<file path="config.mk">
export PLATFORM = sky130hd
export DESIGN_NAME = reg_file
export DESIGN_NICKNAME = d
export VERILOG_FILES = /design/src/riscv_pkg.sv /design/src/reg_file.sv
export SDC_FILE = /design/constraint.sdc
export NUM_CORES = 2
export LEC_CHECK = 0
export ABC_AREA = 1
export BUFFER_PORTS_ARGS = -buffer_cell sky130_fd_sc_hd__buf_2
export CAP_MARGIN = 0
export CORE_ASPECT_RATIO = 0.6
export CORE_MARGIN = 4
export CORE_UTILIZATION = 40
export DETAILED_ROUTE_END_ITERATION = 12
export SLEW_MARGIN = 20
export SYNTH_ARGS = -nofsm -noshare
export SYNTH_HDL_FRONTEND = slang
export SYNTH_SLANG_ARGS = --single-unit
</file>
<file path="constraint.sdc">
create_clock -name clk -period 4.45 [get_ports clk]
set_input_delay 0.89 -clock clk [delete_from_list [all_inputs] [get_ports clk]]
set_output_delay 0.89 -clock clk [all_outputs]
set_load 0.005 [all_outputs]
</file>
<file path="src/riscv_pkg.sv">
`default_nettype none

package riscv_pkg;

  typedef logic [31:0] word_t;

  // major opcodes of the supported subset.
  typedef enum logic [6:0] {
    opc_op     = 7'b0110011,
    opc_op_imm = 7'b0010011,
    opc_load   = 7'b0000011,
    opc_store  = 7'b0100011,
    opc_branch = 7'b1100011,
    opc_jal    = 7'b1101111
  } opcode_e;

  typedef enum logic [2:0] {
    alu_add,
    alu_sub,
    alu_and,
    alu_or,
    alu_xor,
    alu_slt
  } alu_op_e;

  typedef enum logic [3:0] {
    st_fetch,
    st_decode,
    st_mem_addr,
    st_mem_read,
    st_mem_wb,
    st_mem_write,
    st_exec_r,
    st_exec_i,
    st_alu_wb,
    st_branch,
    st_jal,
    st_halt
  } fsm_state_e;

  typedef enum logic [1:0] {src_a_pc, src_a_old_pc, src_a_reg} alu_src_a_e;
  typedef enum logic [1:0] {src_b_reg, src_b_imm, src_b_four} alu_src_b_e;
  typedef enum logic [1:0] {res_alu_out, res_data, res_alu_result} result_src_e;
  typedef enum logic {adr_pc, adr_result} adr_src_e;
  typedef enum logic {pc_alu_result, pc_alu_out} pc_src_e;

  typedef struct packed {
    logic        ir_write;
    logic        pc_update;
    logic        reg_write;
    logic        mem_write;
    alu_src_a_e  alu_src_a;
    alu_src_b_e  alu_src_b;
    result_src_e result_src;
    adr_src_e    adr_src;
    pc_src_e     pc_src;
    logic        alu_sel_add;
  } ctrl_t;

  // program load, addr is a word index.
  typedef struct packed {
    logic  en;
    word_t addr;
    word_t data;
  } load_t;

  typedef struct packed {
    logic       valid;
    word_t      pc;
    logic       rd_write;
    logic [4:0] rd;
    word_t      rd_value;
    logic       store;
    word_t      store_addr;
    word_t      store_data;
  } retire_t;

endpackage

`default_nettype wire

</file>
<file path="src/reg_file.sv">
`timescale 1ns/1ns
`default_nettype none

module reg_file (
  input  logic             clk,
  input  logic             rst_n,
  input  logic [4:0]       addr1,
  input  logic [4:0]       addr2,
  input  logic [4:0]       addr3,
  input  logic             write,
  input  riscv_pkg::word_t data_in,
  output riscv_pkg::word_t rd1,
  output riscv_pkg::word_t rd2
);

  riscv_pkg::word_t regs [1:31];

  always_ff @(posedge clk) begin
    if (!rst_n) begin
      for (int i = 1; i < 32; i++) begin
        regs[i] <= '0;
      end
    end else if (write && addr3 != 5'd0) begin
      regs[addr3] <= data_in;
    end
  end

  // x0 reads as zero.
  assign rd1 = (addr1 == 5'd0) ? '0 : regs[addr1];
  assign rd2 = (addr2 == 5'd0) ? '0 : regs[addr2];

endmodule

`default_nettype wire

</file>
==> impl_metrics.tcl <==
set metrics [dict create \
    status "finished clean" \
    power_density_nw_per_um2 369 \
    clkPwrFrac_pct 36.2 \
    grt_overflow 0 \
    crit_path_cell_trace "buf_4 -> nor2_4 -> buf_4 -> inv_1 -> buf_4 -> a21oi_1 -> nor2_1 -> nand2_1 -> nand2_1 -> nor2_1 -> buf_2" \
    switching_power_mw 6.69 \
    syn_inst 7250 \
    synth_top_family_by_area "simple AND/OR/NAND/NOR gates" \
    ys_seq_area_share_pct 54.4 \
    slew_violations 0 \
    rows 106 \
    cp-end-kind "output pin" \
    fillerInstances 13581 \
    dieArea_um2 148000 \
    grt_pass1_vias 49043 \
    clockBufferDepth 3 \
    nets 7161 \
    synth_seq_cells 1024 \
    cp.arrival_ns 3.35 \
    synth_xor_area_share_pct 0 \
    cts_root_buf "clkbuf_16" \
    cts_tree "yes" \
    cp.required_ns 3.56 \
    reg_top3 "regs: 1024 flops" \
    top_level_ports 114 \
    muxShareOfSynthArea_pct 0 \
    avgSynthCellArea_um2 7.80 \
    worst_pin_slew_ns 1.12 \
    synth_simple_gate_area_share_pct 34.5 \
    drt_iter0_drc 9414 \
    synthFlopType "edfxtp_1" \
    netlist_area_um2 56600 \
    regMostFlops "regs" \
    p_int_mw 16.5 \
    globalplace.congestion 0.880 \
    drtPass1Iterations 6 \
    drive_gt1_share_pct 8.08 \
    start_util_pct 40.4 \
    layout_min_cycle_time_ns 4.24 \
    grt_antenna_before_repair 3 \
    startpoint_type "primary input" \
    vias 53713 \
    seqPwrFrac_pct 49.2 \
    largest_register_ffs 1024 \
    cap_violations 0 \
    cts-resized-gates 0 \
    regArea_um2 30700 \
    hold_path.class "in -> reg" \
    fin_tns_setup_ns 0 \
    multiInputGateArea_um2 22800 \
    drt_wl_total_um 237000 \
    cts_hold_buf 0 \
    antenna_left 0 \
    hpwl_um 135000 \
    remaining_drc_errors 0 \
    postCtsSetupBuffers 0 \
    rsz0062_at_grt "false" \
    synth_edf_count 1024 \
    clock.fmax_mhz 236 \
    grt_max_degree 116 \
    yosysWarnings 0 \
    synthArstFlopShare_pct 0 \
    period_share_pct 95.3 \
    clk_pin_slew_ns 0.08 \
    power_frac_comb_pct 14.6 \
    p_leak_nw 25.9 \
    hold_viol 0 \
    relSlewSlack_pct 25.3 \
    area_growth_pct 11.2 \
    wire_per_inst_um 26.1 \
    htreeDepth 3 \
    cp_max_fo 10 \
    grtUsageTotal_pct 30.9 \
    grt_pass1_wl_um 338000 \
    synth-adder-area-share_pct 0 \
    whs_ns 0.356 \
    setup_violations 0 \
    ir_worst_vdd_v 0.000260 \
    die-width_um 493 \
    numClockSinks 1024 \
    portBuffers 113 \
    numCtsBuffers 96 \
    viasPerCell 5.92 \
    ys_types 19 \
    synth_compound_area_share_pct 5.25 \
    worstSetupPathType "in -> out" \
    core-area_um2 140000 \
    cp_slowest_cell "a21oi_1" \
    power_switching_share_pct 28.8 \
    crit_top_cell "buf_4" \
    slowest_delay_ns 0.50 \
    die_h_um 299 \
]
## power by group through the flow
stage	clock network, mW	registers (mW)	logic (mW)
after detailed placement	0	11.6	3.28
after floorplan	0	11.5	1.91
after CTS	8.41	11.4	3.29
final	8.40	11.4	3.40
after global placement	0	11.6	3.25
after global routing	8.84	11.5	3.61
## cells in the mapped netlist, types with 22 or more instances
cell type / instances / area share (%)
nand2_1: 2082 / 14
nor2_1: 1787 / 12
edfxtp_1: 1024 / 54
nand3_1: 984 / 8.7
o21ai_0: 396 / 3.5
clkbuf_1: 294 / 2.0
buf_2: 260 / 2.3
inv_1: 150 / 1.0
a21oi_1: 123 / 1.1
buf_1: 57 / 0.38
o21ai_1: 41 / 0.36
o211ai_1: 22 / 0.29
## path summary, 6_finish.rpt
kind / slack (ns) / end / cells past startpoint / startpoint
worst max-delay path: 0.21 / rd2[1] / 11 / addr2[2]
worst min-delay path: 0.36 / regs[0][14] / 1 / data_in[14]
## cell type report
type | count | area share, %
sequential | 1024 | 48.9
timing repair buffer | 358 | 5.40
antenna | 2 | 0.00796
clock inverter | 53 | 0.666
inverter | 155 | 0.985
clock buffer | 116 | 4.11
tap | 1890 | 3.76
multi-input combinational | 5476 | 36.2
## cell families (layout without fill, tap and decap cells)
group | after synthesis | count (layout)
other cells | 1 | 34
buf+inv | 781 | 682
compound gates | 582 | 582
simple gates | 4862 | 4862
flops | 1024 | 1024
## layer usage
layer  share of wire, %  track usage (%)  vias up
li1                   -                -    23441
met1                 39             44.2    25151
met2                 41             43.4     4450
met3                 15             8.89      667
met4                4.8             13.4        4
met5              0.011                0        -
## per-stage QoR
step                      std cells  utilization [%]  setup slack, ns  instance area [um2]  power, mW
after global placement         8903             42.8            0.373                59900       14.8
after detailed placement       8903             42.8            0.383                59900       14.9
after floorplan                7281                -             1.51                56700       13.4
after CTS                      9072             44.9            0.374                62900       23.1
after global routing           9073             44.9            0.102                62900       23.9
final                          9074             45.0            0.209                62900       23.2
## worst max-delay path, delay by kind of cell
family	cells	cell delay [ns]
AO/OA/AOI/OAI	1	0.50
buffers and inverters	5	1.00
AND/OR/NAND/NOR	5	0.92
## cells in the final DEF (no fill, tap or decap), drive strengths merged
cell type,netlist,final
inv,152,149
buf,332,358
o211ai,22,22
clkinv,3,49
clkinvlp,0,4
edfxtp,1024,1024
a21oi,123,123
nand3,984,984
nor2,1787,1787
diode,0,2
o21ai,437,437
nor3,8,8
nand2,2082,2082
nand4,1,1
conb,1,32
clkbuf,294,116
bufinv,0,6
Power figures use the tool's default switching activity.
