$ cat src/riscv_pkg.sv
`default_nettype none

package riscv_pkg;

  typedef logic [31:0] word_t;

  // major opcodes of the supported subset.
  typedef enum logic [6:0] {
    opc_op     = 7'b0110011,
    opc_op_imm = 7'b0010011,
    opc_load   = 7'b0000011,
    opc_store  = 7'b0100011,
    opc_branch = 7'b1100011,
    opc_jal    = 7'b1101111
  } opcode_e;

  typedef enum logic [2:0] {
    alu_add,
    alu_sub,
    alu_and,
    alu_or,
    alu_xor,
    alu_slt
  } alu_op_e;

  typedef enum logic [3:0] {
    st_fetch,
    st_decode,
    st_mem_addr,
    st_mem_read,
    st_mem_wb,
    st_mem_write,
    st_exec_r,
    st_exec_i,
    st_alu_wb,
    st_branch,
    st_jal,
    st_halt
  } fsm_state_e;

  typedef enum logic [1:0] {src_a_pc, src_a_old_pc, src_a_reg} alu_src_a_e;
  typedef enum logic [1:0] {src_b_reg, src_b_imm, src_b_four} alu_src_b_e;
  typedef enum logic [1:0] {res_alu_out, res_data, res_alu_result} result_src_e;
  typedef enum logic {adr_pc, adr_result} adr_src_e;
  typedef enum logic {pc_alu_result, pc_alu_out} pc_src_e;

  typedef struct packed {
    logic        ir_write;
    logic        pc_update;
    logic        reg_write;
    logic        mem_write;
    alu_src_a_e  alu_src_a;
    alu_src_b_e  alu_src_b;
    result_src_e result_src;
    adr_src_e    adr_src;
    pc_src_e     pc_src;
    logic        alu_sel_add;
  } ctrl_t;

  // program load, addr is a word index.
  typedef struct packed {
    logic  en;
    word_t addr;
    word_t data;
  } load_t;

  typedef struct packed {
    logic       valid;
    word_t      pc;
    logic       rd_write;
    logic [4:0] rd;
    word_t      rd_value;
    logic       store;
    word_t      store_addr;
    word_t      store_data;
  } retire_t;

endpackage

`default_nettype wire

$ cat src/instr_decode.sv
`timescale 1ns/1ns
`default_nettype none

module instr_decode (
  input  riscv_pkg::word_t   instr,
  output riscv_pkg::opcode_e opcode,
  output logic [4:0]         rd,
  output logic [4:0]         rs1,
  output logic [4:0]         rs2,
  output riscv_pkg::alu_op_e alu_op,
  output riscv_pkg::word_t   imm_ext
);

  logic [2:0] funct3;

  // unknown opcodes pass through raw.
  assign opcode = riscv_pkg::opcode_e'(instr[6:0]);
  assign rd     = instr[11:7];
  assign rs1    = instr[19:15];
  assign rs2    = instr[24:20];
  assign funct3 = instr[14:12];

  always_comb begin
    alu_op = riscv_pkg::alu_add;
    if (opcode == riscv_pkg::opc_op || opcode == riscv_pkg::opc_op_imm) begin
      case (funct3)
        3'b000: begin
          // funct7 bit 5 only selects sub for register operands.
          if (opcode == riscv_pkg::opc_op && instr[30]) begin
            alu_op = riscv_pkg::alu_sub;
          end
        end
        3'b010:  alu_op = riscv_pkg::alu_slt;
        3'b100:  alu_op = riscv_pkg::alu_xor;
        3'b110:  alu_op = riscv_pkg::alu_or;
        3'b111:  alu_op = riscv_pkg::alu_and;
        default: alu_op = riscv_pkg::alu_add;
      endcase
    end else if (opcode == riscv_pkg::opc_branch) begin
      alu_op = riscv_pkg::alu_sub;
    end
  end

  always_comb begin
    case (opcode)
      riscv_pkg::opc_store:
        imm_ext = {{20{instr[31]}}, instr[31:25], instr[11:7]};
      riscv_pkg::opc_branch:
        imm_ext = {{19{instr[31]}}, instr[31], instr[7], instr[30:25], instr[11:8], 1'b0};
      riscv_pkg::opc_jal:
        imm_ext = {{11{instr[31]}}, instr[31], instr[19:12], instr[20], instr[30:21], 1'b0};
      default:
        imm_ext = {{20{instr[31]}}, instr[31:20]};
    endcase
  end

endmodule

`default_nettype wire

$ cat config.mk
export PLATFORM = sky130hd
export DESIGN_NAME = instr_decode
export DESIGN_NICKNAME = d
export VERILOG_FILES = /design/src/riscv_pkg.sv /design/src/instr_decode.sv
export SDC_FILE = /design/constraint.sdc
export NUM_CORES = 1
export LEC_CHECK = 0
export ABC_CLOCK_PERIOD_IN_PS = 800
export BUFFER_PORTS_ARGS = -buffer_cell sky130_fd_sc_hd__clkbuf_2
export CAP_MARGIN = 20
export CORE_MARGIN = 8
export CORE_UTILIZATION = 28
export DETAILED_ROUTE_END_ITERATION = 7
export PLACE_DENSITY = 0.88
export SLEW_MARGIN = 20
export SYNTH_ARGS = -nofsm -noshare
export SYNTH_HDL_FRONTEND = slang
export SYNTH_SLANG_ARGS = --single-unit
$ cat constraint.sdc
create_clock -name vclk -period 0.8
set_input_delay 0.04 -clock vclk [all_inputs]
set_output_delay 0.04 -clock vclk [all_outputs]
set_load 0.01 [all_outputs]
==> run_results.csv <==
group,metric,value,unit
outcome,status,"finished, violations left",
outcome,failed_checks,"negative setup slack",
detailed_routing,vias,679,
final_layout,n_antenna_cell,0,
detailed_routing,via_per_inst,4.41,
sta,slew_headroom,0.867,
final_layout,drive_gt1_frac,0.803,
final_layout,fin_cells,154,
detailed_routing,postRouteAntennaNets,0,
sta,rsz0062_at_grt,"true",
final_layout,n_fill_cell,221,
floorplanning,die_h,61.5,um
sta,period_needed,1090,ps
yosys,synth_top_area_share,0.517,
floorplanning,core_region_area,1960,um2
detailed_routing,drt_iter0_drc,4,
setup_path,worstSetupPathType,"in -> out",
final_layout,finalNetCount,161,
setup_path,start_kind,"input pin",
sta,hold_violations,0,
yosys,synthTopCellsByCount,"40 x buf_4, 8 x a21o_1, 4 x mux2_2",
yosys,syn-instance-count,76,
worst_hold_path,hold_path_class,"in -> out",
yosys,synth_xor_area_frac,0.0151,
final_layout,regArea,0,um2
setup_path,end_kind,"output pin",
run,max_cap_viol_count,0,
final_layout,clock_buffers,0,
yosys,synth_area_per_cell,7.64,um2
sta,slew_violations,0,
yosys,ys.warnings.count,0,
yosys,synth_top_cell_by_area,"buf_4",
global_routing,grt_max_degree,14,
pwr,leakage,0.000559,uW
yosys,syn_nets,108,
floorplanning,dieArea,3790,um2
detailed_routing,wl,2150,um
sta,worst_pin_slew,198,ps
setup_path,cp.arrival,1050,ps
detailed_routing,drcViolationCount,0,
place,portBuffers,79,
yosys,synthAdderAreaFrac,0,
floorplanning,num_rows,16,
place,gp_congestion,0.787,
setup_path,crit_path_max_fanout,5,
setup_path,required,760,ps
final_layout,nFlopsAndLatches,0,
sta,setup_viol,17,
sta,worst_slack,-290,ps
pwr,irDropWorstVdd,0.209,mV
place,dp_cells,154,
floorplanning,initial_core_util,0.296,
global_routing,grt.overflow.total,0,
sta,fmax,918,MHz
sta,setup_tns,-2950,ps
place,hpwl,1960,um
global_routing,antenna_found_initial,0,
pwr,p_per_area,527,nW/um2
floorplanning,ioPinCount,89,
final_layout,syn2layout_area_growth,48.7,%
global_routing,grt_pass1_wl,2910,um
yosys,synthMuxAreaShare,0.0948,
final_layout,post-route-util,0.440,
yosys,synth-seq-area-share,0,
yosys,netlist-cell-type-count,23,
yosys,synth_compound_area_frac,0.177,
yosys,synth_most_common_cell,"buf_4",
global_routing,grt_pass1_vias,674,
yosys,synth_area_leaders,"buf_4 52%, a21o_1 10%, mux2_2 7.8%",
detailed_routing,wl_per_cell,14.0,um
global_routing,gr-usage-all-layers,0.0956,
floorplanning,fp.dieW,61.5,um
sta,period_share,1.36,
yosys,yosys.area_share.simple,0.183,
yosys,synth_area,581,um2
detailed_routing,first_pass_iters,2,
clocking,cts_setup_buffers,0,
pwr,p_total,455,uW
yosys,synth_top_family_by_area,"buffers and inverters",
clocking,holdBufCountCts,0,
-- final timing paths --
kind                  depth (start not counted)    endpoint       from
worst max-delay path                          5  imm_ext[3]   instr[2]
worst min-delay path                          0  imm_ext[9]  instr[29]
-- report_power, final --
| part | switching, uW | internal [uW] |
|---|---|---|
| Sequential | 0 | 0 |
| Clock | 0 | 0 |
| Combinational | 222 | 233 |
| Total | 222 | 233 |
-- through the flow --
step / worst slack, ps / instance area (um2) / hold slack [ps]
after floorplan: -23.5 / 586 / 113
after global placement: -273 / 805 / 80.1
after detailed placement: -283 / 805 / 80.1
after CTS: -280 / 820 / 80.1
after global routing: -328 / 863 / 80.0
final: -290 / 863 / 80.0
-- layer usage --
metal / part of all wire / global-route usage / vias to the layer above
li1: - / - / 327
met1: 0.30 / 0.0840 / 304
met2: 0.54 / 0.213 / 46
met3: 0.15 / 0.0209 / 2
met4: 0.0042 / 0.00649 / 0
met5: 0 / 0 / -
-- final cells by class --
type / instances / area (um2) / share of cell area
inverters: 2 / 7.51 / 0.00870
multi-input cells: 34 / 298 / 0.345
well taps: 27 / 33.8 / 0.0391
repair buffers: 91 / 524 / 0.607
-- worst max-delay path, cell delays in order --
cell and delay (ps):
buf_6 100, and4bb_2 340, nand3b_4 130, mux2_4 320, buf_6 120
-- cells by family (layout without fill, tap and decap cells) --
| logic type | count (synthesis) | in the layout |
|---|---|---|
| compound gates | 15 | 15 |
| mux | 5 | 5 |
| xor+xnor | 1 | 1 |
| buf+inv | 42 | 93 |
| simple gates | 13 | 13 |
-- cells in the final DEF, fill, tap and decap left out, types with 2 or more instances in the layout --
cell type,instances
buf_4,10
clkbuf_2,71
buf_2,3
o21ai_1,2
a21o_1,8
inv_1,2
mux2_2,3
buf_6,7
nand3b_1,2
-- what timing repair did --
action	4_1_cts	5_1_grt
resized for setup	5	16
pin swaps	6	5
gates cloned	0	0
endpoints found under the setup margin	17	17
(Power assumes the default switching activity.)
