## config.mk

```make
export PLATFORM = sky130hd
export DESIGN_NAME = fetch_unit
export DESIGN_NICKNAME = d
export VERILOG_FILES = /design/src/riscv_pkg.sv /design/src/fetch_unit.sv
export SDC_FILE = /design/constraint.sdc
export NUM_CORES = 1
export LEC_CHECK = 0
export BUFFER_PORTS_ARGS = -buffer_cell sky130_fd_sc_hd__clkbuf_2
export CAP_MARGIN = 5
export CORE_ASPECT_RATIO = 1.75
export CORE_MARGIN = 2
export CORE_UTILIZATION = 25
export CTS_CLUSTER_SIZE = 24
export DETAILED_ROUTE_END_ITERATION = 10
export HOLD_SLACK_MARGIN = 0.02
export PLACE_DENSITY = 0.52
export REMOVE_ABC_BUFFERS = 1
export SKIP_CTS_REPAIR_TIMING = 1
export SYNTH_ARGS = -nofsm -noshare
export SYNTH_HDL_FRONTEND = slang
export SYNTH_SLANG_ARGS = --single-unit
```

## constraint.sdc

```tcl
create_clock -name clk -period 0.9 [get_ports clk]
set_input_delay 0.09 -clock clk [delete_from_list [all_inputs] [get_ports clk]]
set_output_delay 0.09 -clock clk [all_outputs]
set_load 0.03 [all_outputs]
```

## src/riscv_pkg.sv

```systemverilog
`default_nettype none

package riscv_pkg;

  typedef logic [31:0] word_t;

  // major opcodes of the supported subset.
  typedef enum logic [6:0] {
    opc_op     = 7'b0110011,
    opc_op_imm = 7'b0010011,
    opc_load   = 7'b0000011,
    opc_store  = 7'b0100011,
    opc_branch = 7'b1100011,
    opc_jal    = 7'b1101111
  } opcode_e;

  typedef enum logic [2:0] {
    alu_add,
    alu_sub,
    alu_and,
    alu_or,
    alu_xor,
    alu_slt
  } alu_op_e;

  typedef enum logic [3:0] {
    st_fetch,
    st_decode,
    st_mem_addr,
    st_mem_read,
    st_mem_wb,
    st_mem_write,
    st_exec_r,
    st_exec_i,
    st_alu_wb,
    st_branch,
    st_jal,
    st_halt
  } fsm_state_e;

  typedef enum logic [1:0] {src_a_pc, src_a_old_pc, src_a_reg} alu_src_a_e;
  typedef enum logic [1:0] {src_b_reg, src_b_imm, src_b_four} alu_src_b_e;
  typedef enum logic [1:0] {res_alu_out, res_data, res_alu_result} result_src_e;
  typedef enum logic {adr_pc, adr_result} adr_src_e;
  typedef enum logic {pc_alu_result, pc_alu_out} pc_src_e;

  typedef struct packed {
    logic        ir_write;
    logic        pc_update;
    logic        reg_write;
    logic        mem_write;
    alu_src_a_e  alu_src_a;
    alu_src_b_e  alu_src_b;
    result_src_e result_src;
    adr_src_e    adr_src;
    pc_src_e     pc_src;
    logic        alu_sel_add;
  } ctrl_t;

  // program load, addr is a word index.
  typedef struct packed {
    logic  en;
    word_t addr;
    word_t data;
  } load_t;

  typedef struct packed {
    logic       valid;
    word_t      pc;
    logic       rd_write;
    logic [4:0] rd;
    word_t      rd_value;
    logic       store;
    word_t      store_addr;
    word_t      store_data;
  } retire_t;

endpackage

`default_nettype wire

```

## src/fetch_unit.sv

```systemverilog
`timescale 1ns/1ns
`default_nettype none

module fetch_unit (
  input  logic             clk,
  input  logic             rst_n,
  input  riscv_pkg::ctrl_t ctrl,
  input  riscv_pkg::word_t alu_result,
  input  riscv_pkg::word_t alu_out,
  input  riscv_pkg::word_t mem_rdata,
  output riscv_pkg::word_t pc,
  output riscv_pkg::word_t pc_old,
  output riscv_pkg::word_t instr
);

  riscv_pkg::word_t pc_next;

  assign pc_next = (ctrl.pc_src == riscv_pkg::pc_alu_result) ? alu_result : alu_out;

  always_ff @(posedge clk) begin
    if (!rst_n) begin
      pc     <= '0;
      pc_old <= '0;
    end else begin
      if (ctrl.pc_update) begin
        pc <= pc_next;
      end
      if (ctrl.ir_write) begin
        pc_old <= pc;
      end
    end
  end

  always_ff @(posedge clk) begin
    if (ctrl.ir_write) begin
      instr <= mem_rdata;
    end
  end

endmodule

`default_nettype wire

```

==> summary.md <==
| Metric | Value |
|---|---|
| Share of the synthesized area in the top cell type | `35.7%` |
| Drt drc | `0` |
| Area growth from synthesis to layout | `71.7%` |
| Vias in the first global route | `2,813` |
| Most frequent cells after synthesis | `dfxtp_1, mux2i_1, a21oi_1, edfxtp_1, nor2b_1` |
| PD cells | `1780 nW/um^2` |
| WP data required | `0.81 ns` |
| CTS tree | `built` |
| Seq/Total Area, Yosys | `62.4%` |
| Relative slew margins | `85.9%` |
| HPWL Detailed | `6.85 mm` |
| Routed vias | `3,040` |
| Vias/cell | `4.30` |
| Least-Margin Pin Slew | `0.206 ns` |
| Critical path class | `reg -> out` |
| Worst VDD drop | `0.997 mV` |
| Mapped Area | `3590 sq um` |
| Final Hold Fails | `0` |
| Antenna viol nets, final | `0` |
| Avg Inst Size Synth | `12.9 sq um` |
| Worst-path fanout max | `1` |
| Final instance area | `6170 sq um` |
| Synth Flop Type | `dfxtp_1` |
| Yosys warning total | `0` |
| Worst path top cell family by delay | `flip-flops` |
| CP endpoint kind | `primary output` |
| Buffers & Inverters on Critical Path | `1` |
| Max-cap viol count | `0` |
| Largest net degree at the start of global routing | `43` |
| GR Overflow Total | `0` |
| Setup WS post-layout | `-0.0852 ns` |
| Lkg Pwr | `0.00280 uW` |
| Core area | `14,200 sq um` |
| Fin Hold WS | `0.0386 ns` |
| Failing checks | `negative setup slack` |
| Clk_skew | `0.00660 ns` |
| Clock latency on the worst-skew pair | `0.34 ns` |
| Total Power | `11,000 uW` |
| IO Port Bufs | `196` |
| Worst EP arrival | `0.90 ns` |
| CP max stage delay | `0.40 ns` |
| Post-synth EDFFs | `32` |
| Overall Global Routing Usage | `11.9%` |
| Crit path launch type | `flip-flop` |
| Number of CTS-inserted buffers | `9` |
| Number of diodes | `0` |
| Routed WL | `10.0 mm` |
| Ports | `207` |
| Nets | `633` |
| Clock sinks | `96` |
| Routed WL per cell | `14.2 um` |
| Final Cycle Share | `109%` |
| Iteration-0 DRC Markers | `56` |
| CTS Buffer Depth | `2` |
| Post-Syn Instances | `278` |
| RSZ-0062 raised after global routing | `yes` |
| Clock root cell | `clkbuf_16` |
| Global-route wire length before repair | `14.1 mm` |
| Starting density of the core | `25.3%` |
| # setup viols final | `51` |
| Cell Chain, Critical Path | `buf_6` |
| DP Area | `4740 sq um` |
| FMAX | `1020 MHz` |
| H-Tree Level Count | `3` |
| Outcome | `finished, violations left` |
| Initial DRT Pass Iterations | `4` |
| Synth area leaders | `dfxtp_1, edfxtp_1, mux2i_1` |
| Type of the most critical hold path | `in -> reg` |
| Fraction of registers with async set/reset | `0%` |
| Clock period minus worst slack | `0.985 ns` |
| Die X | `94.6 um` |
| Antenna violations before repair | `0` |
| Post-synthesis cell type count | `13` |
| DIE HEIGHT | `163 um` |
| Cell taking the most area after synthesis | `dfxtp_1` |
| Layout cells sized above 1 | `56.9%` |
| #FFs+latches synth | `96` |
| Clk pin slew, worst setup/hold paths | `0.07 ns` |
| Slowest-stage cell, CP | `edfxtp_1` |
| GPL Wtd Cong | `0.751` |
| Max-slew violation count | `0` |
| Row cnt | `58` |
| Full die area | `15,400 sq um` |
[metrics by stage]
| stage | TNS [ns] | worst slack (ns) | cells | util, % |
|---|---|---|---|---|
| 2_1_floorplan | 0 | 0.103 | 256 | - |
| 5_1_grt | -4.88 | -0.125 | 707 | 43.4 |
| 4_1_cts | -9.83 | -0.137 | 657 | 35.4 |
| 3_3_place_gp | -0.233 | -0.0402 | 641 | 33.3 |
| 6_report | -1.94 | -0.0852 | 707 | 43.4 |
| 3_5_place_dp | -0.398 | -0.0707 | 641 | 33.3 |
[cells in the final DEF (no fill, tap or decap), types with 2 or more instances in the layout]
| cell type | count |
|---|---|
| clkbuf_2 | 99 |
| edfxtp_1 | 32 |
| clkbuf_1 | 2 |
| buf_4 | 23 |
| o21ai_0 | 27 |
| dfxtp_2 | 63 |
| clkinvlp_4 | 2 |
| buf_6 | 96 |
| nor2b_1 | 32 |
| o21ai_1 | 5 |
| clkbuf_16 | 9 |
| mux2i_1 | 64 |
| buf_12 | 5 |
| dlygate4sd3_1 | 32 |
| a21oi_1 | 32 |
[routing by layer]
metal | share of wire [%] | vias to the layer above | global-route usage, % | wire length (um)
li1 | - | 1476 | - | -
met1 | 36 | 1457 | 12.2 | 3580
met2 | 57 | 92 | 22.0 | 5750
met3 | 4.3 | 15 | 2.59 | 432
met4 | 2.7 | 0 | 6.13 | 275
met5 | 0 | - | 0 | 0
[state kept, by name, indices dropped and copies added, names as in the netlist]
name	count
instr	32
pc	32
pc_old	32
[power breakdown]
group          switching, uW  internal (uW)  total [uW]
clock                   1610           2150        3760
sequential               186           4810        5000
combinational           1110           1080        2190
total                   2910           8050       11000
[final timing paths]
kind | start | endpoint | slack, ns | cells after the start
min | alu_result[19] | pc[19] | 0.04 | 3
max reg2reg | pc[13] | pc[13] | 0.13 | 3
min reg2reg | pc_old[17] | pc_old[17] | 0.52 | 2
max | instr[27] | instr[27] | -0.09 | 1
[cells by family after synthesis]
family / after synthesis / synth area share, %
AND/OR/NAND/NOR: 32 / 5.57
multiplexers: 64 / 17.8
buffers and inverters: 22 / 5.29
AO/OA/AOI/OAI: 64 / 8.91
flip-flops: 96 / 62.4
[cell type report]
cell class              instances  area [sq um]
clock buffers                  11           233
multi-input cells             160          1160
repair buffers                255          2170
fillers                      1373          8050
flip-flops and latches         96          2320
well taps                     180           225
clock inverters                 5          57.6
No activity file was read; power rests on OpenSTA's default activity.
