File: config.mk
export PLATFORM = sky130hd
export DESIGN_NAME = control_fsm
export DESIGN_NICKNAME = d
export VERILOG_FILES = /design/src/riscv_pkg.sv /design/src/control_fsm.sv
export SDC_FILE = /design/constraint.sdc
export NUM_CORES = 1
export LEC_CHECK = 0
export CAP_MARGIN = 15
export CORE_AREA = 2 2 39 41
export DETAILED_ROUTE_END_ITERATION = 6
export DIE_AREA = 0 0 41 43
export DONT_BUFFER_PORTS = 1
export PLACE_DENSITY = 0.56
export SKIP_CTS_REPAIR_TIMING = 1
export SYNTH_ARGS = -nofsm -noshare
export SYNTH_HDL_FRONTEND = slang
export SYNTH_SLANG_ARGS = --single-unit
File: constraint.sdc
create_clock -name clk -period 3.7 [get_ports clk]
set_clock_uncertainty 0.1 [all_clocks]
set_input_delay 0 -clock clk [delete_from_list [all_inputs] [get_ports clk]]
set_output_delay 0 -clock clk [all_outputs]
set_load 0.03 [all_outputs]
File: src/riscv_pkg.sv
`default_nettype none

package riscv_pkg;

  typedef logic [31:0] word_t;

  // major opcodes of the supported subset.
  typedef enum logic [6:0] {
    opc_op     = 7'b0110011,
    opc_op_imm = 7'b0010011,
    opc_load   = 7'b0000011,
    opc_store  = 7'b0100011,
    opc_branch = 7'b1100011,
    opc_jal    = 7'b1101111
  } opcode_e;

  typedef enum logic [2:0] {
    alu_add,
    alu_sub,
    alu_and,
    alu_or,
    alu_xor,
    alu_slt
  } alu_op_e;

  typedef enum logic [3:0] {
    st_fetch,
    st_decode,
    st_mem_addr,
    st_mem_read,
    st_mem_wb,
    st_mem_write,
    st_exec_r,
    st_exec_i,
    st_alu_wb,
    st_branch,
    st_jal,
    st_halt
  } fsm_state_e;

  typedef enum logic [1:0] {src_a_pc, src_a_old_pc, src_a_reg} alu_src_a_e;
  typedef enum logic [1:0] {src_b_reg, src_b_imm, src_b_four} alu_src_b_e;
  typedef enum logic [1:0] {res_alu_out, res_data, res_alu_result} result_src_e;
  typedef enum logic {adr_pc, adr_result} adr_src_e;
  typedef enum logic {pc_alu_result, pc_alu_out} pc_src_e;

  typedef struct packed {
    logic        ir_write;
    logic        pc_update;
    logic        reg_write;
    logic        mem_write;
    alu_src_a_e  alu_src_a;
    alu_src_b_e  alu_src_b;
    result_src_e result_src;
    adr_src_e    adr_src;
    pc_src_e     pc_src;
    logic        alu_sel_add;
  } ctrl_t;

  // program load, addr is a word index.
  typedef struct packed {
    logic  en;
    word_t addr;
    word_t data;
  } load_t;

  typedef struct packed {
    logic       valid;
    word_t      pc;
    logic       rd_write;
    logic [4:0] rd;
    word_t      rd_value;
    logic       store;
    word_t      store_addr;
    word_t      store_data;
  } retire_t;

endpackage

`default_nettype wire

File: src/control_fsm.sv
`timescale 1ns/1ns
`default_nettype none

module control_fsm (
  input  logic               clk,
  input  logic               rst_n,
  input  riscv_pkg::opcode_e opcode,
  input  logic               zero,
  output riscv_pkg::ctrl_t   ctrl,
  output logic               retire_pulse,
  output logic               halted
);

  riscv_pkg::fsm_state_e state;
  riscv_pkg::fsm_state_e state_next;

  always_ff @(posedge clk) begin
    if (!rst_n) begin
      state <= riscv_pkg::st_fetch;
    end else begin
      state <= state_next;
    end
  end

  always_comb begin
    state_next = riscv_pkg::st_fetch;
    case (state)
      riscv_pkg::st_fetch: state_next = riscv_pkg::st_decode;
      riscv_pkg::st_decode: begin
        case (opcode)
          riscv_pkg::opc_op:     state_next = riscv_pkg::st_exec_r;
          riscv_pkg::opc_op_imm: state_next = riscv_pkg::st_exec_i;
          riscv_pkg::opc_load:   state_next = riscv_pkg::st_mem_addr;
          riscv_pkg::opc_store:  state_next = riscv_pkg::st_mem_addr;
          riscv_pkg::opc_branch: state_next = riscv_pkg::st_branch;
          riscv_pkg::opc_jal:    state_next = riscv_pkg::st_jal;
          default:               state_next = riscv_pkg::st_halt;
        endcase
      end
      riscv_pkg::st_mem_addr: begin
        if (opcode == riscv_pkg::opc_load) begin
          state_next = riscv_pkg::st_mem_read;
        end else begin
          state_next = riscv_pkg::st_mem_write;
        end
      end
      riscv_pkg::st_mem_read: state_next = riscv_pkg::st_mem_wb;
      riscv_pkg::st_exec_r:   state_next = riscv_pkg::st_alu_wb;
      riscv_pkg::st_exec_i:   state_next = riscv_pkg::st_alu_wb;
      // only reset leaves halt.
      riscv_pkg::st_halt:     state_next = riscv_pkg::st_halt;
      default:                state_next = riscv_pkg::st_fetch;
    endcase
  end

  always_comb begin
    ctrl = '0;
    retire_pulse = 1'b0;
    case (state)
      riscv_pkg::st_fetch: begin
        ctrl.ir_write    = 1'b1;
        ctrl.pc_update   = 1'b1;
        ctrl.adr_src     = riscv_pkg::adr_pc;
        ctrl.alu_src_a   = riscv_pkg::src_a_pc;
        ctrl.alu_src_b   = riscv_pkg::src_b_four;
        ctrl.alu_sel_add = 1'b1;
        ctrl.pc_src      = riscv_pkg::pc_alu_result;
      end
      riscv_pkg::st_decode: begin
        // branch and jump target lands in alu_out.
        ctrl.alu_src_a   = riscv_pkg::src_a_old_pc;
        ctrl.alu_src_b   = riscv_pkg::src_b_imm;
        ctrl.alu_sel_add = 1'b1;
      end
      riscv_pkg::st_mem_addr: begin
        ctrl.alu_src_a   = riscv_pkg::src_a_reg;
        ctrl.alu_src_b   = riscv_pkg::src_b_imm;
        ctrl.alu_sel_add = 1'b1;
      end
      riscv_pkg::st_mem_read: begin
        ctrl.adr_src    = riscv_pkg::adr_result;
        ctrl.result_src = riscv_pkg::res_alu_out;
      end
      riscv_pkg::st_mem_wb: begin
        ctrl.result_src = riscv_pkg::res_data;
        ctrl.reg_write  = 1'b1;
        retire_pulse    = 1'b1;
      end
      riscv_pkg::st_mem_write: begin
        ctrl.adr_src    = riscv_pkg::adr_result;
        ctrl.result_src = riscv_pkg::res_alu_out;
        ctrl.mem_write  = 1'b1;
        retire_pulse    = 1'b1;
      end
      riscv_pkg::st_exec_r: begin
        ctrl.alu_src_a = riscv_pkg::src_a_reg;
        ctrl.alu_src_b = riscv_pkg::src_b_reg;
      end
      riscv_pkg::st_exec_i: begin
        ctrl.alu_src_a = riscv_pkg::src_a_reg;
        ctrl.alu_src_b = riscv_pkg::src_b_imm;
      end
      riscv_pkg::st_alu_wb: begin
        ctrl.result_src = riscv_pkg::res_alu_out;
        ctrl.reg_write  = 1'b1;
        retire_pulse    = 1'b1;
      end
      riscv_pkg::st_branch: begin
        ctrl.alu_src_a = riscv_pkg::src_a_reg;
        ctrl.alu_src_b = riscv_pkg::src_b_reg;
        ctrl.pc_src    = riscv_pkg::pc_alu_out;
        ctrl.pc_update = zero;
        retire_pulse   = 1'b1;
      end
      riscv_pkg::st_jal: begin
        // link value is old pc plus 4, target comes from decode.
        ctrl.alu_src_a   = riscv_pkg::src_a_old_pc;
        ctrl.alu_src_b   = riscv_pkg::src_b_four;
        ctrl.alu_sel_add = 1'b1;
        ctrl.result_src  = riscv_pkg::res_alu_result;
        ctrl.reg_write   = 1'b1;
        ctrl.pc_src      = riscv_pkg::pc_alu_out;
        ctrl.pc_update   = 1'b1;
        retire_pulse     = 1'b1;
      end
      default: ctrl = '0;
    endcase
  end

  assign halted = (state == riscv_pkg::st_halt);

endmodule

`default_nettype wire

==> reports/summary.md <==
STA classifies the critical path startpoint as a flop. Before CTS, the worst setup slack after placement is 1.89 ns. For this run, the slowest stage of the critical path takes 0.94 ns.

The number of standard cells after synthesis was 72; the reg-to-reg setup timing slack was 1.88 ns. The number of top-level design ports was 25; the final clock period utilization by the worst path was 0.553. For this run, the leading register cell type out of synthesis is dfxtp_1. The logs give 0 for the final number of max-transition violations and 0.168 nW for the leakage component of the power.

The run gives 0.138 as the global-route usage over all layers. Summing all multi-input logic gate instances after layout gives 347 um2. By area the synthesized netlist is led by dfxtp_1 18%, a21oi_1 12%, nand2b_1 6.8%.

Instance count along the most critical hold path: 3. Number of hold violations in the final report: 1. The worst register-to-register path begins at state[3]$_SDFF_PN0_.

For the core footprint, the log shows 0.00138 mm2. The commonest cells after synthesis are 11 x a21oi_1, 8 x nand2_1, 8 x nor2_1. Using the TritonRoute via totals, the vias-per-cell ratio works out to 5.56. The routed wirelength normalized by instance count was 11.7 um. The logs give 0.489 GHz for the highest achievable clock rate and 0 for the DRC violations left. At the worst endpoint, the required time is 3.60 ns.

The fraction of registers with async set/reset works out to 0. Yosys synthesis warning count: 0. The critical path start-end classification is flop to output pin. For the level count of the clock H-tree, the log shows 1.

The path depth of the worst reg2reg path is 4. In this run the remaining antenna-violating nets after routing total 0. The post-route minimum period is 2.04 ns. The synthesized design contains 4 register bits. For this block, the initial DRC count from the detailed router was 10. Kind of capture point of the worst setup path: an output pin.

In this run the critical register-to-register path is captured at state[1]$_SDFF_PN0_. The run gives 0.288 as the normalized max-slew margin. The checks that failed: negative hold slack. The total number of vias is 500, and the number of global-route vias before repair is 423.

In this run the clock root is driven by a clkbuf_4. The synthesized design spends more area on one cell type than any other, namely dfxtp_1. The net count of the finished layout is 86.

At the pin with the least slew margin, the transition time is 1.06 ns. Setup repair after global routing left no endpoint under its margin. The number of flops mapped to enable cells by yosys came out at 0.

In this run the power density over the cells is 918 mW/mm2. The number of nets handed over by synthesis was 82. Entering global routing, the biggest net connects 19 pins.

The number of antenna violations at the first check in global routing is 0, and the count of cell types in the netlist is 27. The flip-flop count of the largest register, all copies and words added was 4. The initialized floorplan defines 14 standard-cell rows. Each instance of the synthesized netlist takes up on average 6.34 um2. The worst path meets setup with 1.66 ns of slack.

Share of layout cells above drive strength 1: 0.135. The largest registers in the layout are state: 4 flops. After routing the design area is 514 um2.

Summing every instance area after synthesis gives 457 um2. For the clock latency at the later pin of the worst-skew pair, the log shows 0.23 ns. Clock-pin slew was measured on the worst setup and hold paths at 0.04 ns. The final count of negative-setup-slack endpoints is 0. For the starting density of the core, the log shows 0.330. The diode insertion count for antenna repair is 0.

The overall die area is 0.00176 mm2. The run gives 4 as the total clock sinks. Data on the critical path arrives at its endpoint at 1.94 ns. The area fraction of the dominant cell type after synthesis is 0.175, and the final hold slack is -0.000107 ns. The logs give 0 for the number of violations of the max-capacitance limit and 821 um for the half-perimeter wire length after placement.

Register with the most flip-flops: state. The number of port buffers is 0. The tightest min-delay check is of the primary input to flop type.

The logs give 1.67 mm for the first-pass GRT wire length and 0 ns for the setup TNS. The tools report the end point of the most critical hold path as state[1]$_SDFF_PN0_. In this run the vertical extent of the chip is 43 um. Buffers inserted during clock tree synthesis total 3. The run gives 80.1 um2 as the register cell area after layout.

a21oi_1 is the most common cell in the netlist. The flow ran to the end, but the final reports show violations. The cell area after placement came out at 462 um2. Compared with the post-synthesis result, the final layout area differs by 12.6%.

The first detailed-routing pass took 4 iterations. In this run the worst path has a maximum fanout of 14. The width of the die is 41 um, and the portion of the post-synthesis area used by sequential elements is 0.175.

Traced cell by cell, the critical path runs through nand2_1 > a311oi_1. TritonCTS built the clock tree. The number of filler cells placed in the layout came out at 156. The total overflow left after global routing is 0. Routability-driven placement finished with a final weighted congestion of 0.759. The worst hold path begins at opcode[2].

The logs give 0.000302 V for the worst supply voltage drop on vdd and 1.06 mm for the routed wire length. The number of buffers between clock root and the deepest sink came out at 2. For this design, the slowest cell found on the critical path is a311oi_1.
[metrics by stage]
| step | hold slack [ns] | total power [mW] | utilization | cells |
|---|---|---|---|---|
| after floorplan | 0.0175 | 0.384 | - | 72 |
| after global placement | 0.0208 | 0.418 | 0.334 | 84 |
| after detailed placement | 0.0205 | 0.419 | 0.334 | 84 |
| after CTS | -0.221 | 0.475 | 0.350 | 87 |
| after global routing | 0.0101 | 0.519 | 0.372 | 90 |
| final | -0.000107 | 0.472 | 0.372 | 90 |
[final cells by class]
type	count	area share
sequential	4	0.156
clock buffer	3	0.0438
multi-input combinational	61	0.674
timing repair buffer	4	0.0730
tap	16	0.0389
inverter	2	0.0146
[cells by family (layout without fill, tap and decap cells)]
family                 after synthesis  after routing  synth area share
flip-flops                           4              4             0.175
XOR/XNOR                             2              2            0.0384
AO/OA/AOI/OAI                       21             21             0.266
AND/OR/NAND/NOR                     38             38             0.455
buffers and inverters                7              9            0.0658
[per-layer routing]
layer,wire length (um),GRT usage,share of wire,vias to the layer above
li1,-,-,-,262
met1,469,0.158,0.44,220
met2,506,0.213,0.48,18
met3,81,0.0576,0.077,0
met4,0,0.0600,0,0
met5,0,0,0,-
[critical path: cells and delay by family, from the launching register on]
| family | cells | cell delay [ns] |
|---|---|---|
| compound gates | 1 | 0.94 |
| flops | 1 | 0.58 |
| simple gates | 1 | 0.20 |
[worst max path at each step]
stage                         from  endpoint  slack, ns  depth (start not counted)
2_1_floorplan  state[0]$_SDFF_PN0_   ctrl[6]       1.73                          3
3_3_place_gp   state[1]$_SDFF_PN0_  ctrl[11]       1.88                          2
3_5_place_dp   state[1]$_SDFF_PN0_  ctrl[11]       1.89                          2
4_1_cts        state[1]$_SDFF_PN0_  ctrl[11]       1.63                          2
5_1_grt        state[3]$_SDFF_PN0_   ctrl[7]       1.51                          3
6_report       state[1]$_SDFF_PN0_  ctrl[11]       1.66                          2
[where the power goes]
part / switching, mW / leakage (nW) / total [mW] / internal, mW
clock network: 0.0168 / 0.0138 / 0.0530 / 0.0362
logic: 0.223 / 0.122 / 0.312 / 0.0898
registers: 0.0493 / 0.0329 / 0.107 / 0.0573
total: 0.289 / 0.168 / 0.472 / 0.183
[layout by cell type, fill, tap and decap left out, drive strengths merged]
cell type	instances
clkbuf	3
or2	2
or3	2
nor2	8
nor4	1
inv	2
o21a	1
dfxtp	4
nand4b	1
a21o	1
nand3	2
nor3	4
dlygate4sd3	3
nor2b	1
or4	3
buf	1
a31oi	1
nand2	8
a311oi	1
a21boi	1
xnor2	2
nand2b	5
o21ai	4
a211oi	1
nor3b	1
a21oi	11
Power figures use the tool's default switching activity.
