[src/riscv_pkg.sv]
`default_nettype none

package riscv_pkg;

  typedef logic [31:0] word_t;

  // major opcodes of the supported subset.
  typedef enum logic [6:0] {
    opc_op     = 7'b0110011,
    opc_op_imm = 7'b0010011,
    opc_load   = 7'b0000011,
    opc_store  = 7'b0100011,
    opc_branch = 7'b1100011,
    opc_jal    = 7'b1101111
  } opcode_e;

  typedef enum logic [2:0] {
    alu_add,
    alu_sub,
    alu_and,
    alu_or,
    alu_xor,
    alu_slt
  } alu_op_e;

  typedef enum logic [3:0] {
    st_fetch,
    st_decode,
    st_mem_addr,
    st_mem_read,
    st_mem_wb,
    st_mem_write,
    st_exec_r,
    st_exec_i,
    st_alu_wb,
    st_branch,
    st_jal,
    st_halt
  } fsm_state_e;

  typedef enum logic [1:0] {src_a_pc, src_a_old_pc, src_a_reg} alu_src_a_e;
  typedef enum logic [1:0] {src_b_reg, src_b_imm, src_b_four} alu_src_b_e;
  typedef enum logic [1:0] {res_alu_out, res_data, res_alu_result} result_src_e;
  typedef enum logic {adr_pc, adr_result} adr_src_e;
  typedef enum logic {pc_alu_result, pc_alu_out} pc_src_e;

  typedef struct packed {
    logic        ir_write;
    logic        pc_update;
    logic        reg_write;
    logic        mem_write;
    alu_src_a_e  alu_src_a;
    alu_src_b_e  alu_src_b;
    result_src_e result_src;
    adr_src_e    adr_src;
    pc_src_e     pc_src;
    logic        alu_sel_add;
  } ctrl_t;

  // program load, addr is a word index.
  typedef struct packed {
    logic  en;
    word_t addr;
    word_t data;
  } load_t;

  typedef struct packed {
    logic       valid;
    word_t      pc;
    logic       rd_write;
    logic [4:0] rd;
    word_t      rd_value;
    logic       store;
    word_t      store_addr;
    word_t      store_data;
  } retire_t;

endpackage

`default_nettype wire

[src/alu.sv]
`timescale 1ns/1ns
`default_nettype none

module alu (
  input  riscv_pkg::word_t   a,
  input  riscv_pkg::word_t   b,
  input  riscv_pkg::alu_op_e op,
  output riscv_pkg::word_t   result,
  output logic               zero
);

  always_comb begin
    case (op)
      riscv_pkg::alu_add: result = a + b;
      riscv_pkg::alu_sub: result = a - b;
      riscv_pkg::alu_and: result = a & b;
      riscv_pkg::alu_or:  result = a | b;
      riscv_pkg::alu_xor: result = a ^ b;
      // signed compare.
      riscv_pkg::alu_slt: result = {31'b0, $signed(a) < $signed(b)};
      default:            result = '0;
    endcase
  end

  // beq looks at this after a sub.
  assign zero = (result == '0);

endmodule

`default_nettype wire

[config.mk]
export PLATFORM = sky130hd
export DESIGN_NAME = alu
export DESIGN_NICKNAME = d
export VERILOG_FILES = /design/src/riscv_pkg.sv /design/src/alu.sv
export SDC_FILE = /design/constraint.sdc
export NUM_CORES = 1
export LEC_CHECK = 0
export ABC_AREA = 1
export BUFFER_PORTS_ARGS = -buffer_cell sky130_fd_sc_hd__buf_2
export CAP_MARGIN = 20
export CORE_UTILIZATION = 56
export DETAILED_ROUTE_END_ITERATION = 8
export PLACE_DENSITY = 0.81
export SYNTH_ARGS = -nofsm -noshare
export SYNTH_HDL_FRONTEND = slang
export SYNTH_SLANG_ARGS = --single-unit
[constraint.sdc]
create_clock -name vclk -period 2.3
set_clock_uncertainty 0.2 [all_clocks]
set_input_delay 0.23 -clock vclk [all_inputs]
set_output_delay 0.23 -clock vclk [all_outputs]
set_load 0.02 [all_outputs]
==> impl_metrics.csv, run 1 <==
group,metric,value,unit
placement,hpwl,26.3,mm
yosys,synthesis.nets,1560,
cts,cts_setup_buffers,43,
placement,gp_congestion,1.13,
yosys,synth.area.top_cells,"nand2_1, ha_1, inv_1, nand3_1, nor2_1",
cts,hold_buffers,0,
floorplan,io_pins,100,
outcome,status,"stopped before the end",
floorplan,fp.dieW,115,um
floorplan,start_util,58.4,%
yosys,ys_top_cells_by_count,"nand2_1, inv_1, nand3_1, nor2_1, ha_1",
outcome,error,"[ERROR DPL-0033] detailed placement checks failed during check placement.",
yosys,yosysWarnings,0,
yosys,ys_types,40,
yosys,synthesis.area,0.00713,mm^2
yosys,synth_top_area_share,23.1,%
yosys,synth_most_common_cell,"nand2_1",
outcome,lastStage,"clock tree synthesis (4_1_cts)",
yosys,avgSynthCellArea,5.13,um^2
cts,ctsResizeCount,446,
yosys,synth.largest_area_cell,"nand2_1",
floorplan,die_h,115,um
floorplan,fp-row-count,40,
yosys,synth_cells,1390,
placement,portBuffers,100,
yosys,yosysSeqAreaShare,0,%
logic make-up after synthesis:
logic type	Yosys count	share of synthesized area (%)
buffers and inverters	348	21.1
AND/OR/NAND/NOR	807	50.0
adder cells (fa/ha/maj)	103	18.3
AO/OA/AOI/OAI	132	10.6
through the flow:
step	area, um^2	utilization [%]	hold WS, ns	worst slack, ns	cells
2_1_floorplan	7190	-	0.508	-0.227	1390
3_3_place_gp	10100	82.5	0.895	-0.935	1944
3_5_place_dp	10100	82.5	0.925	-0.967	1944
==> inputs of run 2 (changes only) <==
--- a/config.mk
+++ b/config.mk
@@ -8,9 +8,9 @@
 export ABC_AREA = 1
 export BUFFER_PORTS_ARGS = -buffer_cell sky130_fd_sc_hd__buf_2
 export CAP_MARGIN = 20
-export CORE_UTILIZATION = 56
+export CORE_UTILIZATION = 40
 export DETAILED_ROUTE_END_ITERATION = 8
-export PLACE_DENSITY = 0.81
+export PLACE_DENSITY_LB_ADDON = 0.15
 export SYNTH_ARGS = -nofsm -noshare
 export SYNTH_HDL_FRONTEND = slang
 export SYNTH_SLANG_ARGS = --single-unit
==> constraint.sdc (replaced) <==
create_clock -name vclk -period 3
set_clock_uncertainty 0.2 [all_clocks]
set_input_delay 0.3 -clock vclk [all_inputs]
set_output_delay 0.3 -clock vclk [all_outputs]
set_load 0.02 [all_outputs]
==> run 2 against run 1 <==
  * Synthesized cell count is the same
  * Synthesized area is the same
  * The flow now finishes, with violations (negative setup slack)
==> impl_metrics.csv, run 2 <==
group,metric,value,unit
outcome,status,"complete, but fails checks",
outcome,violations,"negative setup slack",
route,wl_met3,2.60,mm
final_layout,final_cell_area,0.0122,mm^2
yosys,yosysWarnings,0,
sta,slew_headroom,61.0,%
sta,max_freq,323,MHz
yosys,synth_top_area_share,23.1,%
grt,antenna_found_initial,0,
sta,rsz0062_at_grt,"true",
floorplan,fp-row-count,48,
final_layout,areaGrowthSynthToFinish,70.9,%
final_layout,seq_cells,0,
placement,portBuffers,100,
final_layout,register_area,0,um^2
worst_setup_path,critPathKind,"input port to output port",
grt,grt_pass1_vias,9651,
route,wl_per_cell,16.0,um
route,vias,10400,
worst_setup_path,critPathRequiredTime,2.50,ns
pwr,swShare,55.7,%
floorplan,die-area,0.0184,mm^2
floorplan,die_h,136,um
route,postRouteAntennaNets,0,
sta,hold_viol_final,0,
min_path,holdPathStages,6,
final_layout,multiInputGateArea,0.00714,mm^2
yosys,synthesis.area,0.00713,mm^2
route,wl_met2,14.4,mm
sta,slew_viol_final,0,
route,drtIter0Drc,812,
route,viasPerCell,5.08,
yosys,ys_top_cells_by_count,"nand2_1, inv_1, nand3_1, nor2_1, ha_1",
pwr,p_leak,6.93,nW
pwr,power,2.57,mW
route,totalWireLength,32.6,mm
placement,post_dp_cell_area,0.0100,mm^2
grt,grt_start_max_net_pins,19,
floorplan,coreArea,0.0174,mm^2
pwr,ir_worst_vdd,0.000113,V
worst_setup_path,cp-end-kind,"output port",
worst_setup_path,startpoint_type,"input port",
floorplan,io_pins,100,
yosys,synth_cells,1390,
final_layout,fill_cells,1600,
grt,grt_usage,33.8,%
sta,fin_crit_sh,103,%
pwr,clockPowerShare,0,%
yosys,synthesis.nets,1560,
yosys,ys_types,40,
grt,grt_first_pass_wirelength,48.0,mm
sta,period_minus_slack,3.09,ns
final_layout,layout_common_cells,"nand2_1, buf_4, inv_1",
worst_setup_path,arrival,2.59,ns
final_layout,antenna_cells,0,
final_layout,clock_buffers,0,
sta,finalSetupViolCount,1,
route,wl_met1,14.5,mm
worst_setup_path,crit_fanout,3,
pwr,pwr-share-seq,0,%
yosys,synth.largest_area_cell,"nand2_1",
sta,worstMarginPinSlew,0.585,ns
floorplan,fp.dieW,136,um
yosys,avgSynthCellArea,5.13,um^2
yosys,synth.area.top_cells,"nand2_1, ha_1, inv_1, nand3_1, nor2_1",
final_layout,layout_commonest_cell,"nand2_1",
route,dr.pass1.iters,6,
sta,setup_ws,-0.0914,ns
route,drc,0,
placement,hpwl,26.0,mm
grt,grt_overflow,0,
pwr,power_density,211,mW/mm^2
yosys,yosysSeqAreaShare,0,%
final_layout,drive_gt1_share,47.6,%
yosys,synth_most_common_cell,"nand2_1",
floorplan,start_util,41.1,%
pwr,internal_power,1.14,mW
pwr,p_switching,1.43,mW
flow_run,drv_cap,0,
final_layout,nets,1989,
sta,tns,-0.0914,ns
min_path,hp-class,"input port to output port",
cts,hold_buffers,0,
placement,gp_congestion,1.03,
route,highest_layer,"met4",
pwr,p_comb_share,100.0,%
==> run 2: metrics by stage <==
step	setup WS, ns	instances	hold WS (ns)	util (%)
2_1_floorplan	0.0730	1390	0.648	-
3_3_place_gp	-0.602	1991	0.982	57.6
3_5_place_dp	-0.608	1991	0.977	57.6
4_1_cts	-0.108	2022	0.998	63.8
5_1_grt	-0.157	2042	1.04	70.2
6_report	-0.0914	2042	1.01	70.2
==> run 2: logic make-up (layout without fill, tap and decap cells) <==
group,Yosys count,count (layout),share of synthesized area (%)
AND/OR/NAND/NOR,807,807,50.0
AO/OA/AOI/OAI,132,132,10.6
adder cells (fa/ha/maj),103,103,18.3
buffers and inverters,348,775,21.1
==> run 2: per-layer routing <==
metal | GRT usage (%) | up-vias
li1 | - | 5114
met2 | 54.4 | 474
met5 | 0 | -
met1 | 46.2 | 4709
met3 | 4.75 | 83
met4 | 9.99 | 0
==> run 2: power by group through the flow <==
stage | logic [mW] | clock network [mW] | registers [mW]
3_3_place_gp | 1.96 | 0 | 0
3_5_place_dp | 1.97 | 0 | 0
2_1_floorplan | 1.07 | 0 | 0
4_1_cts | 2.23 | 0 | 0
6_report | 2.57 | 0 | 0
5_1_grt | 2.75 | 0 | 0
==> run 2: repair_timing <==
action,CTS,global route
pin swaps,59,120
buffers inserted,31,21
gates resized for setup,201,260
endpoints found under the setup margin,5,13
==> run 2: area by class of cell <==
cell class         count  area share [%]
repair buffers       468            29.4
multi-input cells   1042            58.6
inverters            307            9.69
well taps            225            2.31
==> run 2: path summary, 6_finish.rpt <==
check | start | end
max | a[2] | zero
min | op[1] | result[0]
==> run 2: worst max-delay path, cell delays in order <==
cell and delay (ns):
buf_6 0.10, buf_4 0.13, ha_2 0.19, buf_4 0.16
a21oi_4 0.13, nand2_4 0.09, buf_4 0.14, a21oi_1 0.11
o21ai_0 0.11, nand2_1 0.08, nand2_1 0.12, nor2_4 0.12
nand2_2 0.09, nor2_1 0.12, nand3_1 0.11, nor2_2 0.15
nand3_1 0.08, nor2_1 0.12, buf_4 0.15
Power figures use the tool's default switching activity.
==> inputs of run 3 (changes only) <==
--- a/config.mk
+++ b/config.mk
@@ -8,6 +8,7 @@
 export ABC_AREA = 1
 export BUFFER_PORTS_ARGS = -buffer_cell sky130_fd_sc_hd__buf_2
 export CAP_MARGIN = 20
+export CORE_ASPECT_RATIO = 0.75
 export CORE_UTILIZATION = 40
 export DETAILED_ROUTE_END_ITERATION = 8
 export PLACE_DENSITY_LB_ADDON = 0.15
==> constraint.sdc (replaced) <==
create_clock -name vclk -period 3
set_clock_uncertainty 0.2 [all_clocks]
set_input_delay 0.3 -clock vclk [all_inputs]
set_output_delay 0.3 -clock vclk [all_outputs]
set_load 0.01 [all_outputs]
==> run 3 against run 2 <==
  * The flow still finishes with violations (negative setup slack)
  * First-iteration DRC count up 26%
  * Utilization down 0.73 points
  * Power down 1.9%
  * Via count about the same
  * Global-route usage up 1.3 points
  * Count of clock-buffer cells in the layout unchanged
  * Worst setup slack worse by 0.038 ns
  * Critical path depth up 1
  * Critical path type unchanged
  * Critical endpoint unchanged
  * Largest power group unchanged
==> impl_metrics.csv, run 3 (synthesized netlist as in run 2, its figures left out) <==
group,metric,value,unit
final_layout,seq_cells,0,
floorplan,die_h,118,um
sta,max_freq,320,MHz
grt,grt_pass1_vias,9234,
final_layout,register_area,0,um^2
placement,portBuffers,100,
floorplan,fp-row-count,41,
placement,gp_congestion,1.02,
pwr,power_density,211,mW/mm^2
cts,hold_buffers,0,
worst_setup_path,arrival,2.63,ns
floorplan,coreArea,0.0171,mm^2
sta,period_minus_slack,3.13,ns
final_layout,areaGrowthSynthToFinish,67.0,%
sta,finalSetupViolCount,1,
route,dr.pass1.iters,6,
min_path,holdPathStages,5,
final_layout,layout_common_cells,"nand2_1, buf_4, inv_1",
route,totalWireLength,34.3,mm
final_layout,clock_buffers,0,
sta,slew_headroom,57.1,%
sta,setup_ws,-0.129,ns
sta,hold_viol_final,0,
sta,rsz0062_at_grt,"true",
sta,fin_crit_sh,104,%
pwr,p_leak,6.85,nW
final_layout,antenna_cells,0,
final_layout,layout_commonest_cell,"nand2_1",
floorplan,fp.dieW,156,um
flow_run,drv_cap,0,
final_layout,fill_cells,1600,
sta,tns,-0.129,ns
floorplan,io_pins,100,
floorplan,start_util,41.6,%
route,drc,0,
grt,grt_start_max_net_pins,23,
placement,hpwl,27.7,mm
grt,antenna_found_initial,1,
final_layout,nets,1985,
grt,grt_usage,35.1,%
worst_setup_path,crit_fanout,3,
sta,slew_viol_final,0,
pwr,power,2.52,mW
min_path,hp-class,"input port to output port",
grt,grt_first_pass_wirelength,49.5,mm
worst_setup_path,startpoint_type,"input port",
worst_setup_path,critPathRequiredTime,2.50,ns
worst_setup_path,cp-end-kind,"output port",
route,wl_per_cell,16.8,um
route,postRouteAntennaNets,0,
floorplan,die-area,0.0184,mm^2
route,viasPerCell,5.07,
outcome,violations,"negative setup slack",
route,vias,10400,
outcome,status,"complete, but fails checks",
route,drtIter0Drc,1026,
sta,worstMarginPinSlew,0.643,ns
placement,place_ws,-0.497,ns
pwr,ir_worst_vdd,0.000111,V
worst_setup_path,critPathKind,"input port to output port",
final_layout,drive_gt1_share,46.2,%
grt,grt_overflow,0,
## run 3: critical path, stage by stage
cell and delay, ns:
buf_2 0.09, inv_2 0.05, ha_4 0.31, buf_12 0.12, nor2_4 0.04, buf_4 0.15, nand2_1 0.08, nor2_1 0.06
nand2_2 0.07, nand3_2 0.09, o21ai_1 0.20, nor2_1 0.06, nor2_1 0.14, buf_4 0.18, nand3_1 0.09, nor3_2 0.13
buf_4 0.16, nand3_2 0.06, nor2_2 0.10, buf_2 0.14
## run 3: metrics by stage
step | area (um^2) | hold WS [ns] | utilization [%] | std cells
detailed placement | 10000 | 0.919 | 58.7 | 2008
global route | 11900 | 0.997 | 69.5 | 2049
floorplan | 7130 | 0.597 | - | 1390
CTS | 10900 | 0.916 | 63.6 | 2024
finish | 11900 | 0.924 | 69.5 | 2049
global placement | 10000 | 0.931 | 58.7 | 2008
## run 3: metal layers
metal / track usage (%) / part of all wire [%]
met4: 5.45 / 1.7
met5: 0 / 0
met1: 53.3 / 46
met2: 49.8 / 40
met3: 7.88 / 12
## run 3: report_power, final
group	internal [mW]	leakage [nW]	switching, mW
registers	0	0	0
logic	1.12	6.85	1.40
clock network	0	0	0
## run 3: repair_timing
item | 4_1_cts | 5_1_grt
resized for setup | 165 | 247
setup buffers | 16 | 25
gates cloned | 0 | 0
setup endpoints to repair | 9 | 8
pin swaps | 43 | 93
## run 3: area by class of cell
| type | count | area, um^2 | area share, % |
|---|---|---|---|
| Multi-Input combinational cell | 1042 | 6990 | 58.7 |
| Inverter | 307 | 1170 | 9.80 |
| Tap cell | 236 | 295 | 2.48 |
| Timing Repair Buffer | 464 | 3460 | 29.1 |
## run 3: worst paths after layout
path	end	slack (ns)	startpoint
setup / recovery	zero	-0.13	b[5]
hold / removal	result[0]	0.92	op[0]
==> inputs of run 4 (changes only) <==
--- a/config.mk
+++ b/config.mk
@@ -9,6 +9,7 @@
 export BUFFER_PORTS_ARGS = -buffer_cell sky130_fd_sc_hd__buf_2
 export CAP_MARGIN = 20
 export CORE_ASPECT_RATIO = 0.75
+export CORE_MARGIN = 2
 export CORE_UTILIZATION = 40
 export DETAILED_ROUTE_END_ITERATION = 8
 export PLACE_DENSITY_LB_ADDON = 0.15
==> run 4 against run 3 <==
  * The run still ends with negative setup slack left
  * Via count is 1.3% higher
  * Flip-flop and latch count stayed put
  * Wire length is 3.7% higher
  * Count of clock-buffer cells in the layout stayed put
  * First-iteration DRC count is 6.8% lower
  * Utilization is 1.3 points higher
  * Design area is 4.3% higher
  * Sequential share of layout area stayed put
  * Non-clock buffer count is 22 higher
  * Die area is 3.0% higher
==> impl_metrics.csv, run 4 (synthesized netlist as in run 2, its figures left out) <==
group,metric,value,unit
outcome,status,"complete, but fails checks",
outcome,violations,"negative setup slack",
cts,hold_buffers,0,
sta,slew_headroom,58.8,%
floorplan,coreArea,0.0176,mm^2
worst_setup_path,arrival,2.60,ns
final_layout,layout_common_cells,"buf_4, nand2_1, inv_1",
worst_setup_path,cp-end-kind,"output port",
grt,grt_start_max_net_pins,30,
worst_setup_path,cp_cell_sequence,"buf_2 -> buf_4 -> ha_1 -> a21oi_1 -> buf_4 -> nor2_1 -> nor2_1 -> nand2_1 -> a21oi_2 -> nand3_1 -> nand3_1 -> nand3_2 -> nor3_4 -> nand3_1 -> nor2_1 -> buf_2",
route,drc,0,
placement,gp_congestion,1.03,
placement,portBuffers,100,
sta,max_freq,322,MHz
route,postRouteAntennaNets,0,
sta,period_minus_slack,3.10,ns
sta,setup_ws,-0.105,ns
worst_setup_path,cpPeakStageDelay,0.26,ns
route,drtIter0Drc,956,
sta,worstMarginPinSlew,0.617,ns
final_layout,nets,2007,
route,vias,10500,
final_layout,layout_commonest_cell,"buf_4",
floorplan,die_h,120,um
sta,rsz0062_at_grt,"true",
grt,antenna_found_initial,1,
final_layout,areaGrowthSynthToFinish,74.2,%
worst_setup_path,critPathRequiredTime,2.50,ns
grt,grt_usage,34.9,%
sta,hold_viol_final,0,
min_path,worstHoldStart,"op[0]",
final_layout,seq_cells,0,
worst_setup_path,startpoint_type,"input port",
final_layout,clock_buffers,0,
worst_setup_path,crit_buf_inv,4,
floorplan,fp.dieW,158,um
final_layout,drive_gt1_share,49.1,%
placement,hpwl,28.5,mm
floorplan,io_pins,100,
floorplan,fp-row-count,42,
worst_setup_path,cp_slowest_cell,"a21oi_1",
final_layout,register_area,0,um^2
worst_setup_path,crit_family,"simple AND/OR/NAND/NOR gates",
final_layout,fill_cells,1583,
min_path,hp-class,"input port to output port",
grt,grt_first_pass_wirelength,50.6,mm
route,viasPerCell,5.06,
flow_run,drv_cap,0,
route,dr.pass1.iters,7,
worst_setup_path,cp-startpoint,"a[25]",
route,wl_per_cell,17.1,um
final_layout,multiInputGateArea,0.00722,mm^2
floorplan,die-area,0.0189,mm^2
worst_setup_path,crit_fanout,3,
grt,grt_pass1_vias,9341,
final_layout,utilization,70.8,%
grt,grt_overflow,0,
route,totalWireLength,35.6,mm
floorplan,start_util,40.6,%
sta,fin_crit_sh,103,%
sta,slew_viol_final,0,
worst_setup_path,critPathKind,"input port to output port",
sta,finalSetupViolCount,1,
[run 4: changes by cell type in the layout (fill, tap and decap cells not counted), sizes merged]
| cell | previous run | this run |
|---|---|---|
| diode | 0 | 1 |
| clkinv | 1 | 2 |
| buf | 464 | 486 |
| inv | 306 | 305 |
[run 4: per-layer routing]
metal	GRT usage, %	part of all wire [%]	vias to the layer above
li1	-	-	5160
met4	4.34	1.7	0
met5	0	0	-
met3	7.55	11	53
met1	54.8	47	4825
met2	49.0	40	483
[run 4: metrics by stage]
stage,TNS (ns),worst slack (ns),hold WS [ns],std cells,instance area [um^2]
2_1_floorplan,0,0.297,0.597,1390,7130
3_3_place_gp,-1.44,-0.669,0.936,2020,10100
3_5_place_dp,-1.48,-0.661,0.941,2020,10100
4_1_cts,-0.176,-0.127,0.945,2035,10900
5_1_grt,-0.218,-0.173,1.02,2077,12400
6_report,-0.105,-0.105,0.985,2078,12400
[run 4: path summary, 6_finish.rpt]
path                   endpoint  slack (ns)  depth (start not counted)
worst max-delay path       zero       -0.10                         16
worst min-delay path  result[0]        0.98                          5
[run 4: layout make-up]
class | instances | area share [%]
tap | 242 | 2.44
multi-input combinational | 1042 | 58.1
timing repair buffer | 486 | 30.0
inverter | 307 | 9.50
antenna | 1 | 0.0201
[run 4: tightest hold or removal path: cells and delay by family]
kind | cells | cell delay [ns]
AO/OA/AOI/OAI | 2 | 0.28
AND/OR/NAND/NOR | 1 | 0.07
buffers and inverters | 2 | 0.24
[run 4: what timing repair did]
| action | in CTS | in global routing |
|---|---|---|
| pin swaps | 46 | 151 |
| endpoints found under the setup margin | 12 | 9 |
| gates resized for setup | 154 | 350 |
| hold endpoints to repair | 0 | 0 |
| setup buffers | 15 | 43 |
